[src/logic/axi_bridge_pkg.sv]
`default_nettype none

package axi_bridge_pkg;

    //////////////////////
    // Bus and field widths
    localparam int addr_width = 32;
    localparam int data_width = 128;
    localparam int id_width = 16;
    localparam int len_width = 8;

    localparam int image_width_bits = 12;
    localparam int image_height_bits = 11;
    localparam int dram_addr_width = 39;

    //////////////////////
    // Write windows
    localparam logic [addr_width-1:0] win_fifo = 32'h0000_0000;
    localparam logic [addr_width-1:0] win_flush = 32'h0000_0010;
    localparam logic [addr_width-1:0] win_size = 32'h0000_0020;
    localparam logic [addr_width-1:0] win_buffer = 32'h0000_0030;

    // Only one readable window
    localparam logic [addr_width-1:0] rd_win_dram = 32'h0000_0000;

    localparam logic [1:0] resp_okay = 2'b00;
    localparam logic [1:0] resp_slverr = 2'b10;

    //////////////////////
    // Write channel states, drain swallows beats of an unmapped burst
    typedef enum logic [2:0] {
        idle,
        fifo,
        flush,
        size,
        buffer,
        drain,
        resp
    } write_state_t;

endpackage

`default_nettype wire

[src/logic/write_channel_ctrl.sv]
`timescale 1ns/1ns
`default_nettype none

module write_channel_ctrl (
    input  logic                                 s_axi_aclk,
    input  logic                                 s_axi_aresetn,
    input  logic [axi_bridge_pkg::addr_width-1:0] s_axi_awaddr,
    input  logic [axi_bridge_pkg::id_width-1:0]   s_axi_awid,
    input  logic                                 s_axi_awvalid,
    output logic                                 s_axi_awready,
    input  logic                                 s_axi_wvalid,
    input  logic                                 s_axi_wlast,
    output logic                                 s_axi_wready,
    input  logic                                 fifo_wready,
    input  logic                                 buffer_wready,
    output logic                                 fifo_sel,
    output logic                                 buffer_sel,
    output logic                                 cfg_flush,
    output logic                                 cfg_size,
    input  logic                                 s_axi_bready,
    output logic                                 s_axi_bvalid,
    output logic [1:0]                           s_axi_bresp,
    output logic [axi_bridge_pkg::id_width-1:0]   s_axi_bid,
    input  logic                                 dram_read_en,
    output logic                                 dram_read_busy
);

    axi_bridge_pkg::write_state_t state;
    axi_bridge_pkg::write_state_t aw_target;
    logic aw_accept;
    logic w_accept;
    logic w_final;

    //////////////////////
    // Window decode

    always_comb begin
        case (s_axi_awaddr)
            axi_bridge_pkg::win_fifo:   aw_target = axi_bridge_pkg::fifo;
            axi_bridge_pkg::win_flush:  aw_target = axi_bridge_pkg::flush;
            axi_bridge_pkg::win_size:   aw_target = axi_bridge_pkg::size;
            axi_bridge_pkg::win_buffer: aw_target = axi_bridge_pkg::buffer;
            default:                    aw_target = axi_bridge_pkg::drain;
        endcase
    end

    assign s_axi_awready = (state == axi_bridge_pkg::idle);
    assign aw_accept = s_axi_awvalid & s_axi_awready;

    // Sink windows follow their forwarder, the rest always take data
    always_comb begin
        case (state)
            axi_bridge_pkg::fifo:   s_axi_wready = fifo_wready;
            axi_bridge_pkg::buffer: s_axi_wready = buffer_wready;
            axi_bridge_pkg::flush,
            axi_bridge_pkg::size,
            axi_bridge_pkg::drain:  s_axi_wready = 1'b1;
            default:                s_axi_wready = 1'b0;
        endcase
    end

    assign w_accept = s_axi_wvalid & s_axi_wready;
    assign w_final = w_accept & s_axi_wlast;

    assign fifo_sel = (state == axi_bridge_pkg::fifo);
    assign buffer_sel = (state == axi_bridge_pkg::buffer);
    assign cfg_flush = (state == axi_bridge_pkg::flush);
    assign cfg_size = (state == axi_bridge_pkg::size);
    assign s_axi_bvalid = (state == axi_bridge_pkg::resp);

    //////////////////////
    // Burst sequencing

    always_ff @(posedge s_axi_aclk) begin
        if (!s_axi_aresetn) begin
            state <= axi_bridge_pkg::idle;
        end else begin
            case (state)
                axi_bridge_pkg::idle: begin
                    if (aw_accept) begin
                        state <= aw_target;
                    end
                end
                axi_bridge_pkg::resp: begin
                    if (s_axi_bready) begin
                        state <= axi_bridge_pkg::idle;
                    end
                end
                default: begin
                    if (w_final) begin
                        state <= axi_bridge_pkg::resp;
                    end
                end
            endcase
        end
    end

    // Response fields are fixed at the address phase
    always_ff @(posedge s_axi_aclk) begin
        if (aw_accept) begin
            s_axi_bid <= s_axi_awid;
            s_axi_bresp <= (aw_target == axi_bridge_pkg::drain) ?
                axi_bridge_pkg::resp_slverr : axi_bridge_pkg::resp_okay;
        end
    end

    //////////////////////
    // DRAM read busy

    always_ff @(posedge s_axi_aclk) begin
        if (!s_axi_aresetn) begin
            dram_read_busy <= 1'b0;
        end else if (buffer_sel && w_final) begin
            dram_read_busy <= 1'b0;
        end else if (state == axi_bridge_pkg::idle && dram_read_en) begin
            dram_read_busy <= 1'b1;
        end
    end

endmodule

`default_nettype wire

[src/logic/beat_forwarder.sv]
`timescale 1ns/1ns
`default_nettype none

module beat_forwarder (
    input  logic                                 s_axi_aclk,
    input  logic                                 s_axi_aresetn,
    input  logic                                 sel,
    input  logic                                 s_axi_wvalid,
    input  logic [axi_bridge_pkg::data_width-1:0] s_axi_wdata,
    input  logic                                 sink_full,
    output logic                                 wready,
    output logic [axi_bridge_pkg::data_width-1:0] sink_data,
    output logic                                 sink_write
);

    logic accept;

    // Hold off the master while the sink is full
    assign wready = sel & ~sink_full;
    assign accept = wready & s_axi_wvalid;

    always_ff @(posedge s_axi_aclk) begin
        if (!s_axi_aresetn) begin
            sink_write <= 1'b0;
        end else begin
            sink_write <= accept;
        end
    end

    // Data only moves on an accepted beat
    always_ff @(posedge s_axi_aclk) begin
        if (accept) begin
            sink_data <= s_axi_wdata;
        end
    end

endmodule

`default_nettype wire

[src/logic/image_config_regs.sv]
`timescale 1ns/1ns
`default_nettype none

module image_config_regs (
    input  logic                                        s_axi_aclk,
    input  logic                                        s_axi_aresetn,
    input  logic                                        cfg_flush,
    input  logic                                        cfg_size,
    input  logic                                        s_axi_wvalid,
    input  logic [axi_bridge_pkg::data_width-1:0]        s_axi_wdata,
    output logic                                        image_sender_flush,
    output logic [axi_bridge_pkg::image_width_bits-1:0]  image_width,
    output logic [axi_bridge_pkg::image_height_bits-1:0] image_height
);

    //////////////////////
    // Flush request

    // One pulse per beat with bit 0 set
    always_ff @(posedge s_axi_aclk) begin
        if (!s_axi_aresetn) begin
            image_sender_flush <= 1'b0;
        end else begin
            image_sender_flush <= cfg_flush & s_axi_wvalid & s_axi_wdata[0];
        end
    end

    //////////////////////
    // Image size

    // Width sits in the upper word, height in the lower
    always_ff @(posedge s_axi_aclk) begin
        if (!s_axi_aresetn) begin
            image_width <= '0;
            image_height <= '0;
        end else if (cfg_size && s_axi_wvalid) begin
            image_width <= s_axi_wdata[32 +: axi_bridge_pkg::image_width_bits];
            image_height <= s_axi_wdata[0 +: axi_bridge_pkg::image_height_bits];
        end
    end

endmodule

`default_nettype wire

[src/logic/read_responder.sv]
`timescale 1ns/1ns
`default_nettype none

module read_responder (
    input  logic                                      s_axi_aclk,
    input  logic                                      s_axi_aresetn,
    input  logic [axi_bridge_pkg::addr_width-1:0]      s_axi_araddr,
    input  logic [axi_bridge_pkg::id_width-1:0]        s_axi_arid,
    input  logic [axi_bridge_pkg::len_width-1:0]       s_axi_arlen,
    input  logic                                      s_axi_arvalid,
    output logic                                      s_axi_arready,
    input  logic                                      s_axi_rready,
    output logic [axi_bridge_pkg::data_width-1:0]      s_axi_rdata,
    output logic [axi_bridge_pkg::id_width-1:0]        s_axi_rid,
    output logic [1:0]                                s_axi_rresp,
    output logic                                      s_axi_rvalid,
    output logic                                      s_axi_rlast,
    input  logic [axi_bridge_pkg::dram_addr_width-1:0] dram_read_addr,
    input  logic [axi_bridge_pkg::len_width-1:0]       dram_read_len
);

    typedef enum logic {
        rd_idle,
        rd_send
    } read_state_t;

    read_state_t state;
    logic [axi_bridge_pkg::len_width-1:0] beats_left;
    logic [axi_bridge_pkg::data_width-1:0] dram_beat;
    logic ar_accept;
    logic r_accept;

    // Length in the upper half, address in the lower
    assign dram_beat = {64'(dram_read_len), 64'(dram_read_addr)};

    assign s_axi_arready = (state == rd_idle);
    assign ar_accept = s_axi_arvalid & s_axi_arready;
    assign r_accept = s_axi_rvalid & s_axi_rready;

    //////////////////////
    // Control

    always_ff @(posedge s_axi_aclk) begin
        if (!s_axi_aresetn) begin
            state <= rd_idle;
            s_axi_rvalid <= 1'b0;
            s_axi_rlast <= 1'b0;
        end else if (ar_accept) begin
            state <= rd_send;
            s_axi_rvalid <= 1'b1;
            // Error beat is always a single last beat
            s_axi_rlast <= (s_axi_araddr != axi_bridge_pkg::rd_win_dram) ||
                (s_axi_arlen == '0);
        end else if (r_accept) begin
            if (s_axi_rlast) begin
                state <= rd_idle;
                s_axi_rvalid <= 1'b0;
                s_axi_rlast <= 1'b0;
            end else begin
                s_axi_rlast <= (beats_left == 8'd1);
            end
        end
    end

    //////////////////////
    // Beat payload, steady while rready is low

    always_ff @(posedge s_axi_aclk) begin
        if (ar_accept) begin
            s_axi_rid <= s_axi_arid;
            beats_left <= s_axi_arlen;
            if (s_axi_araddr == axi_bridge_pkg::rd_win_dram) begin
                s_axi_rdata <= dram_beat;
                s_axi_rresp <= axi_bridge_pkg::resp_okay;
            end else begin
                s_axi_rdata <= '0;
                s_axi_rresp <= axi_bridge_pkg::resp_slverr;
            end
        end else if (r_accept && !s_axi_rlast) begin
            beats_left <= beats_left - 1'b1;
            s_axi_rdata <= dram_beat;
        end
    end

endmodule

`default_nettype wire

[src/logic/axi_image_bridge.sv]
`timescale 1ns/1ns
`default_nettype none

module axi_image_bridge (
    input  logic                                        s_axi_aclk,
    input  logic                                        s_axi_aresetn,
    input  logic [axi_bridge_pkg::addr_width-1:0]        s_axi_awaddr,
    input  logic [axi_bridge_pkg::id_width-1:0]          s_axi_awid,
    input  logic                                        s_axi_awvalid,
    output logic                                        s_axi_awready,
    input  logic [axi_bridge_pkg::data_width-1:0]        s_axi_wdata,
    input  logic                                        s_axi_wvalid,
    input  logic                                        s_axi_wlast,
    output logic                                        s_axi_wready,
    input  logic                                        s_axi_bready,
    output logic                                        s_axi_bvalid,
    output logic [1:0]                                  s_axi_bresp,
    output logic [axi_bridge_pkg::id_width-1:0]          s_axi_bid,
    input  logic [axi_bridge_pkg::addr_width-1:0]        s_axi_araddr,
    input  logic [axi_bridge_pkg::id_width-1:0]          s_axi_arid,
    input  logic [axi_bridge_pkg::len_width-1:0]         s_axi_arlen,
    input  logic                                        s_axi_arvalid,
    output logic                                        s_axi_arready,
    input  logic                                        s_axi_rready,
    output logic [axi_bridge_pkg::data_width-1:0]        s_axi_rdata,
    output logic [axi_bridge_pkg::id_width-1:0]          s_axi_rid,
    output logic [1:0]                                  s_axi_rresp,
    output logic                                        s_axi_rvalid,
    output logic                                        s_axi_rlast,
    output logic                                        image_sender_reset,
    output logic                                        image_sender_write,
    output logic                                        image_sender_flush,
    output logic [axi_bridge_pkg::data_width-1:0]        image_sender_fifo_din,
    input  logic                                        image_sender_full,
    output logic [axi_bridge_pkg::image_width_bits-1:0]  image_width,
    output logic [axi_bridge_pkg::image_height_bits-1:0] image_height,
    input  logic                                        dram_buffer_full,
    input  logic                                        dram_read_en,
    output logic [axi_bridge_pkg::data_width-1:0]        dram_read_data,
    output logic                                        dram_read_data_valid,
    output logic                                        dram_read_busy,
    input  logic [axi_bridge_pkg::dram_addr_width-1:0]   dram_read_addr,
    input  logic [axi_bridge_pkg::len_width-1:0]         dram_read_len
);

    logic fifo_sel;
    logic buffer_sel;
    logic fifo_wready;
    logic buffer_wready;
    logic cfg_flush;
    logic cfg_size;

    assign image_sender_reset = ~s_axi_aresetn;

    //////////////////////
    // Write path

    write_channel_ctrl i_write_channel_ctrl (
        .s_axi_aclk     (s_axi_aclk),
        .s_axi_aresetn  (s_axi_aresetn),
        .s_axi_awaddr   (s_axi_awaddr),
        .s_axi_awid     (s_axi_awid),
        .s_axi_awvalid  (s_axi_awvalid),
        .s_axi_awready  (s_axi_awready),
        .s_axi_wvalid   (s_axi_wvalid),
        .s_axi_wlast    (s_axi_wlast),
        .s_axi_wready   (s_axi_wready),
        .fifo_wready    (fifo_wready),
        .buffer_wready  (buffer_wready),
        .fifo_sel       (fifo_sel),
        .buffer_sel     (buffer_sel),
        .cfg_flush      (cfg_flush),
        .cfg_size       (cfg_size),
        .s_axi_bready   (s_axi_bready),
        .s_axi_bvalid   (s_axi_bvalid),
        .s_axi_bresp    (s_axi_bresp),
        .s_axi_bid      (s_axi_bid),
        .dram_read_en   (dram_read_en),
        .dram_read_busy (dram_read_busy)
    );

    // Image sender FIFO
    beat_forwarder i_fifo_forwarder (
        .s_axi_aclk    (s_axi_aclk),
        .s_axi_aresetn (s_axi_aresetn),
        .sel           (fifo_sel),
        .s_axi_wvalid  (s_axi_wvalid),
        .s_axi_wdata   (s_axi_wdata),
        .sink_full     (image_sender_full),
        .wready        (fifo_wready),
        .sink_data     (image_sender_fifo_din),
        .sink_write    (image_sender_write)
    );

    // DRAM staging buffer
    beat_forwarder i_buffer_forwarder (
        .s_axi_aclk    (s_axi_aclk),
        .s_axi_aresetn (s_axi_aresetn),
        .sel           (buffer_sel),
        .s_axi_wvalid  (s_axi_wvalid),
        .s_axi_wdata   (s_axi_wdata),
        .sink_full     (dram_buffer_full),
        .wready        (buffer_wready),
        .sink_data     (dram_read_data),
        .sink_write    (dram_read_data_valid)
    );

    image_config_regs i_image_config_regs (
        .s_axi_aclk         (s_axi_aclk),
        .s_axi_aresetn      (s_axi_aresetn),
        .cfg_flush          (cfg_flush),
        .cfg_size           (cfg_size),
        .s_axi_wvalid       (s_axi_wvalid),
        .s_axi_wdata        (s_axi_wdata),
        .image_sender_flush (image_sender_flush),
        .image_width        (image_width),
        .image_height       (image_height)
    );

    //////////////////////
    // Read path

    read_responder i_read_responder (
        .s_axi_aclk     (s_axi_aclk),
        .s_axi_aresetn  (s_axi_aresetn),
        .s_axi_araddr   (s_axi_araddr),
        .s_axi_arid     (s_axi_arid),
        .s_axi_arlen    (s_axi_arlen),
        .s_axi_arvalid  (s_axi_arvalid),
        .s_axi_arready  (s_axi_arready),
        .s_axi_rready   (s_axi_rready),
        .s_axi_rdata    (s_axi_rdata),
        .s_axi_rid      (s_axi_rid),
        .s_axi_rresp    (s_axi_rresp),
        .s_axi_rvalid   (s_axi_rvalid),
        .s_axi_rlast    (s_axi_rlast),
        .dram_read_addr (dram_read_addr),
        .dram_read_len  (dram_read_len)
    );

endmodule

`default_nettype wire

[config.mk]
export PLATFORM = sky130hd
export DESIGN_NAME = axi_image_bridge
export DESIGN_NICKNAME = d
export VERILOG_FILES = /design/src/logic/axi_bridge_pkg.sv /design/src/logic/write_channel_ctrl.sv /design/src/logic/beat_forwarder.sv /design/src/logic/image_config_regs.sv /design/src/logic/read_responder.sv /design/src/logic/axi_image_bridge.sv
export SDC_FILE = /design/constraint.sdc
export NUM_CORES = 1
export LEC_CHECK = 0
export ABC_AREA = 1
export ABC_CLOCK_PERIOD_IN_PS = 19000
export BUFFER_PORTS_ARGS = -buffer_cell sky130_fd_sc_hd__buf_4
export CAP_MARGIN = 10
export CELL_PAD_IN_SITES_DETAIL_PLACEMENT = 2
export CELL_PAD_IN_SITES_GLOBAL_PLACEMENT = 2
export CORE_AREA = 4 4 290 292
export CTS_CLUSTER_DIAMETER = 100
export CTS_CLUSTER_SIZE = 25
export DETAILED_ROUTE_END_ITERATION = 12
export DIE_AREA = 0 0 294 296
export PLACE_DENSITY = 0.51
export SETUP_SLACK_MARGIN = 0.2
export SKIP_CTS_REPAIR_TIMING = 1
export SYNTH_ARGS = -nofsm -noshare
export SYNTH_HDL_FRONTEND = slang
export SYNTH_SLANG_ARGS = --single-unit
[constraint.sdc]
create_clock -name s_axi_aclk -period 19 [get_ports s_axi_aclk]
set_clock_uncertainty 0.2 [all_clocks]
set_input_delay 0.95 -clock s_axi_aclk [delete_from_list [all_inputs] [get_ports s_axi_aclk]]
set_output_delay 0.95 -clock s_axi_aclk [all_outputs]
set_load 0.05 [all_outputs]
==> metrics <==
Vias/cell=3.39; starting density of the core=0.164; Crit Path Category=in -> reg; placed wire-length estimate=41100 um; CP endpoint kind=flip-flop; Syn. warnings=0; Row Count=105; Area Overhead vs Synth=51.1%; Multi-input gate area=1730 um^2; total power=approximately 2.1 mW; Int Pwr=roughly 1.4 mW; count of cell types in the netlist=29; root buffer cell=clkbuf_16; Post-DP Area=19400 um^2; Longest Clk Path Bufs=3; initial antenna violation count=9; synthesized flop and latch total=377; pre-CTS WS=about 15000 ps; Die W=294 um; commonest non-fill, non-tap cells in the layout=buf_4, edfxtp_1, nor2_1; reg2reg path depth=5; Gate Count Post-Synth=814; WHS=299 ps; Iter 0 DRT Violations=301; CP dominant cell by count=buf_4; largest fanout on the critical path=52; Worst-Margin Slew=1020 ps; Synth area leaders=edfxtp_1, dfxtp_1, buf_4; CTS tree=done; RSZ-0062 raised after global routing=no; xor/xnor share of the synthesized area=0.00196; register area share after synthesis=0.821; commonest non-fill, non-tap cell in the layout=buf_4; area leader, netlist=edfxtp_1; RR Startpoint=i_write_channel_ctrl.state[1]; crit path DAT=3550 ps; Total Routing Usage GR=0.108; CTS HTree Levels=1; DR WL/cell=19.8 um; Max Transition Viols Final=0; number of CTS-inserted buffers=25; DR pass1 iterations=4; main combinational cell family by area after synthesis=simple AND/OR/NAND/NOR gates; multiplexer share of the synthesized area=0; Worst Path Required=19020 ps; Clock transition at path regs=90 ps; critical path's slowest cell=nor2_4; aggregate global routing overflow=0; # port buffers=660; Critical Path Start Type=input port; syn_area_per_cell=16.5 um^2; Hold Crit Class=reg -> reg; hold depth=2; Net Sw Frac=0.348; R2R Setup Slk=15480 ps; GPL Wtd Cong=0.743; Remaining DRCs=0; IR drop worst, VDD=0.0530 mV; first-pass GRT wire length=approximately 69000 um; Final Setup Violations=0; vias in the first global route=~9700; peak per-stage delay on the critical path=730 ps; layout cells sized above 1=0.493; core area=~82000 um^2; final hold vios=0; I/O pin cnt=744; Synth Area in Compound Gates=0.0160; run status=finished, final reports clean; period utilisation layout=0.186; Leak=8.20 nW; Final nets=about 1800; largest net degree at the start of global routing=73; CTS sink count=377; Slew headroom=0.319; Critical Path Start=dram_buffer_full; Synth Area in Simple Gates=0.0832; CP cell instances=buf_4 -> nand3b_1 -> nor2_4 -> buf_4 -> buf_4; maximum clock frequency=283 MHz; shortest period the worst path allows=about 3500 ps; worst reg2reg path endpoint=i_buffer_forwarder.sink_data[44]; vias=a little under 9000; Pwr Density=between 100 and 150 nW/um^2; top-area cell type share of the netlist area=0.773; Psw=743 uW; Die Y=296 um; clock latency on the worst-skew pair=roughly 580 ps; Register Area=11000 um^2; post-route cell area=20200 um^2; final worst slack=15470 ps; final setup TNS=0 ps; DIE AREA=87000 um^2; Fillers=8880; Max Cap Viol=0; Logic pwr share=0.244; Adder-Cell Fraction of Synth Area=0.00187; Worst Setup EP=i_buffer_forwarder.sink_data[44]; Post-DRT Antenna Nets=0; Clock power frac=0.281; Netlist Area Pre-Place=13400 um^2; total wire length=51300 um; part of the power in registers=0.475
==> cell type report <==
| class | count | share of cell area |
|---|---|---|
| Antenna cell | 6 | 0.000742 |
| Timing Repair Buffer | 669 | 0.248 |
| Clock inverter | 14 | 0.0110 |
| Tap cell | 1070 | 0.0661 |
| Sequential cell | 377 | 0.543 |
| Inverter | 73 | 0.0135 |
| Multi-Input combinational cell | 348 | 0.0852 |
| Clock buffer | 31 | 0.0320 |
==> worst min path at each step <==
stage	from	end
after global routing	s_axi_arid[4]	i_read_responder.s_axi_rid[4]
after CTS	s_axi_arid[4]	i_read_responder.s_axi_rid[4]
after floorplan	i_write_channel_ctrl.state[1]	i_image_config_regs.image_sender_flush
after detailed placement	i_image_config_regs.image_height[0]	i_image_config_regs.image_height[0]
final	i_image_config_regs.image_width[9]	i_image_config_regs.image_width[9]
after global placement	i_image_config_regs.image_width[10]	i_image_config_regs.image_width[10]
==> metal layers <==
metal,GRT usage,share of wire
met5,0,0.00066
met2,0.213,0.55
met3,0.0449,0.10
met4,0.0181,0.014
met1,0.107,0.33
==> sequential cells by signal (all words and copies together) (netlist names), 3 cells and up <==
signal and count:
i_read_responder.s_axi_rdata 47, i_image_config_regs.image_height 11, i_read_responder.beats_left 8, i_buffer_forwarder.sink_data 128
i_image_config_regs.image_width 12, i_read_responder.s_axi_rid 16, i_fifo_forwarder.sink_data 128, i_write_channel_ctrl.s_axi_bid 16
i_write_channel_ctrl.state 3
==> worst max-delay path, delay by kind of cell <==
family / cells / cell delay, ps
buf+inv: 3 / 1540
simple gates: 2 / 960
==> power by group through the flow <==
stage / registers [mW] / logic [mW] / clock network (mW)
after global placement: 1.03 / 0.527 / 0
after CTS: 1.01 / 0.532 / 0.636
after global routing: 1.02 / 0.551 / 0.667
after detailed placement: 1.03 / 0.531 / 0
final: 1.01 / 0.521 / 0.600
after floorplan: 1.23 / 0.153 / 0
==> kinds of logic after synthesis <==
group | count (synthesis)
adder cells (fa/ha/maj) | 2
AO/OA/AOI/OAI | 41
flip-flops | 377
buffers and inverters | 171
AND/OR/NAND/NOR | 219
other | 1
XOR/XNOR | 3
==> metrics by stage <==
stage | cells | util
6_report | 2588 | 0.248
5_1_grt | 2582 | 0.248
3_3_place_gp | 2537 | 0.237
2_1_floorplan | 896 | -
4_1_cts | 2582 | 0.248
3_5_place_dp | 2537 | 0.237
==> synthesized netlist by cell type, drive strengths merged <==
cell type and instances:
nand3 8, a31oi 4, dfxtp 32, xnor2 1
nor4 6, xor2 2, buf 91, conb 1
edfxtp 345, or2 1, inv 73, o221ai 1
nand3b 2, ha 2, nand4 6, nor2 145
nor3b 1, clkbuf 7, a21oi 3, nor3 5
nand2 45, o21ai 33
No activity file was read; power rests on OpenSTA's default activity.
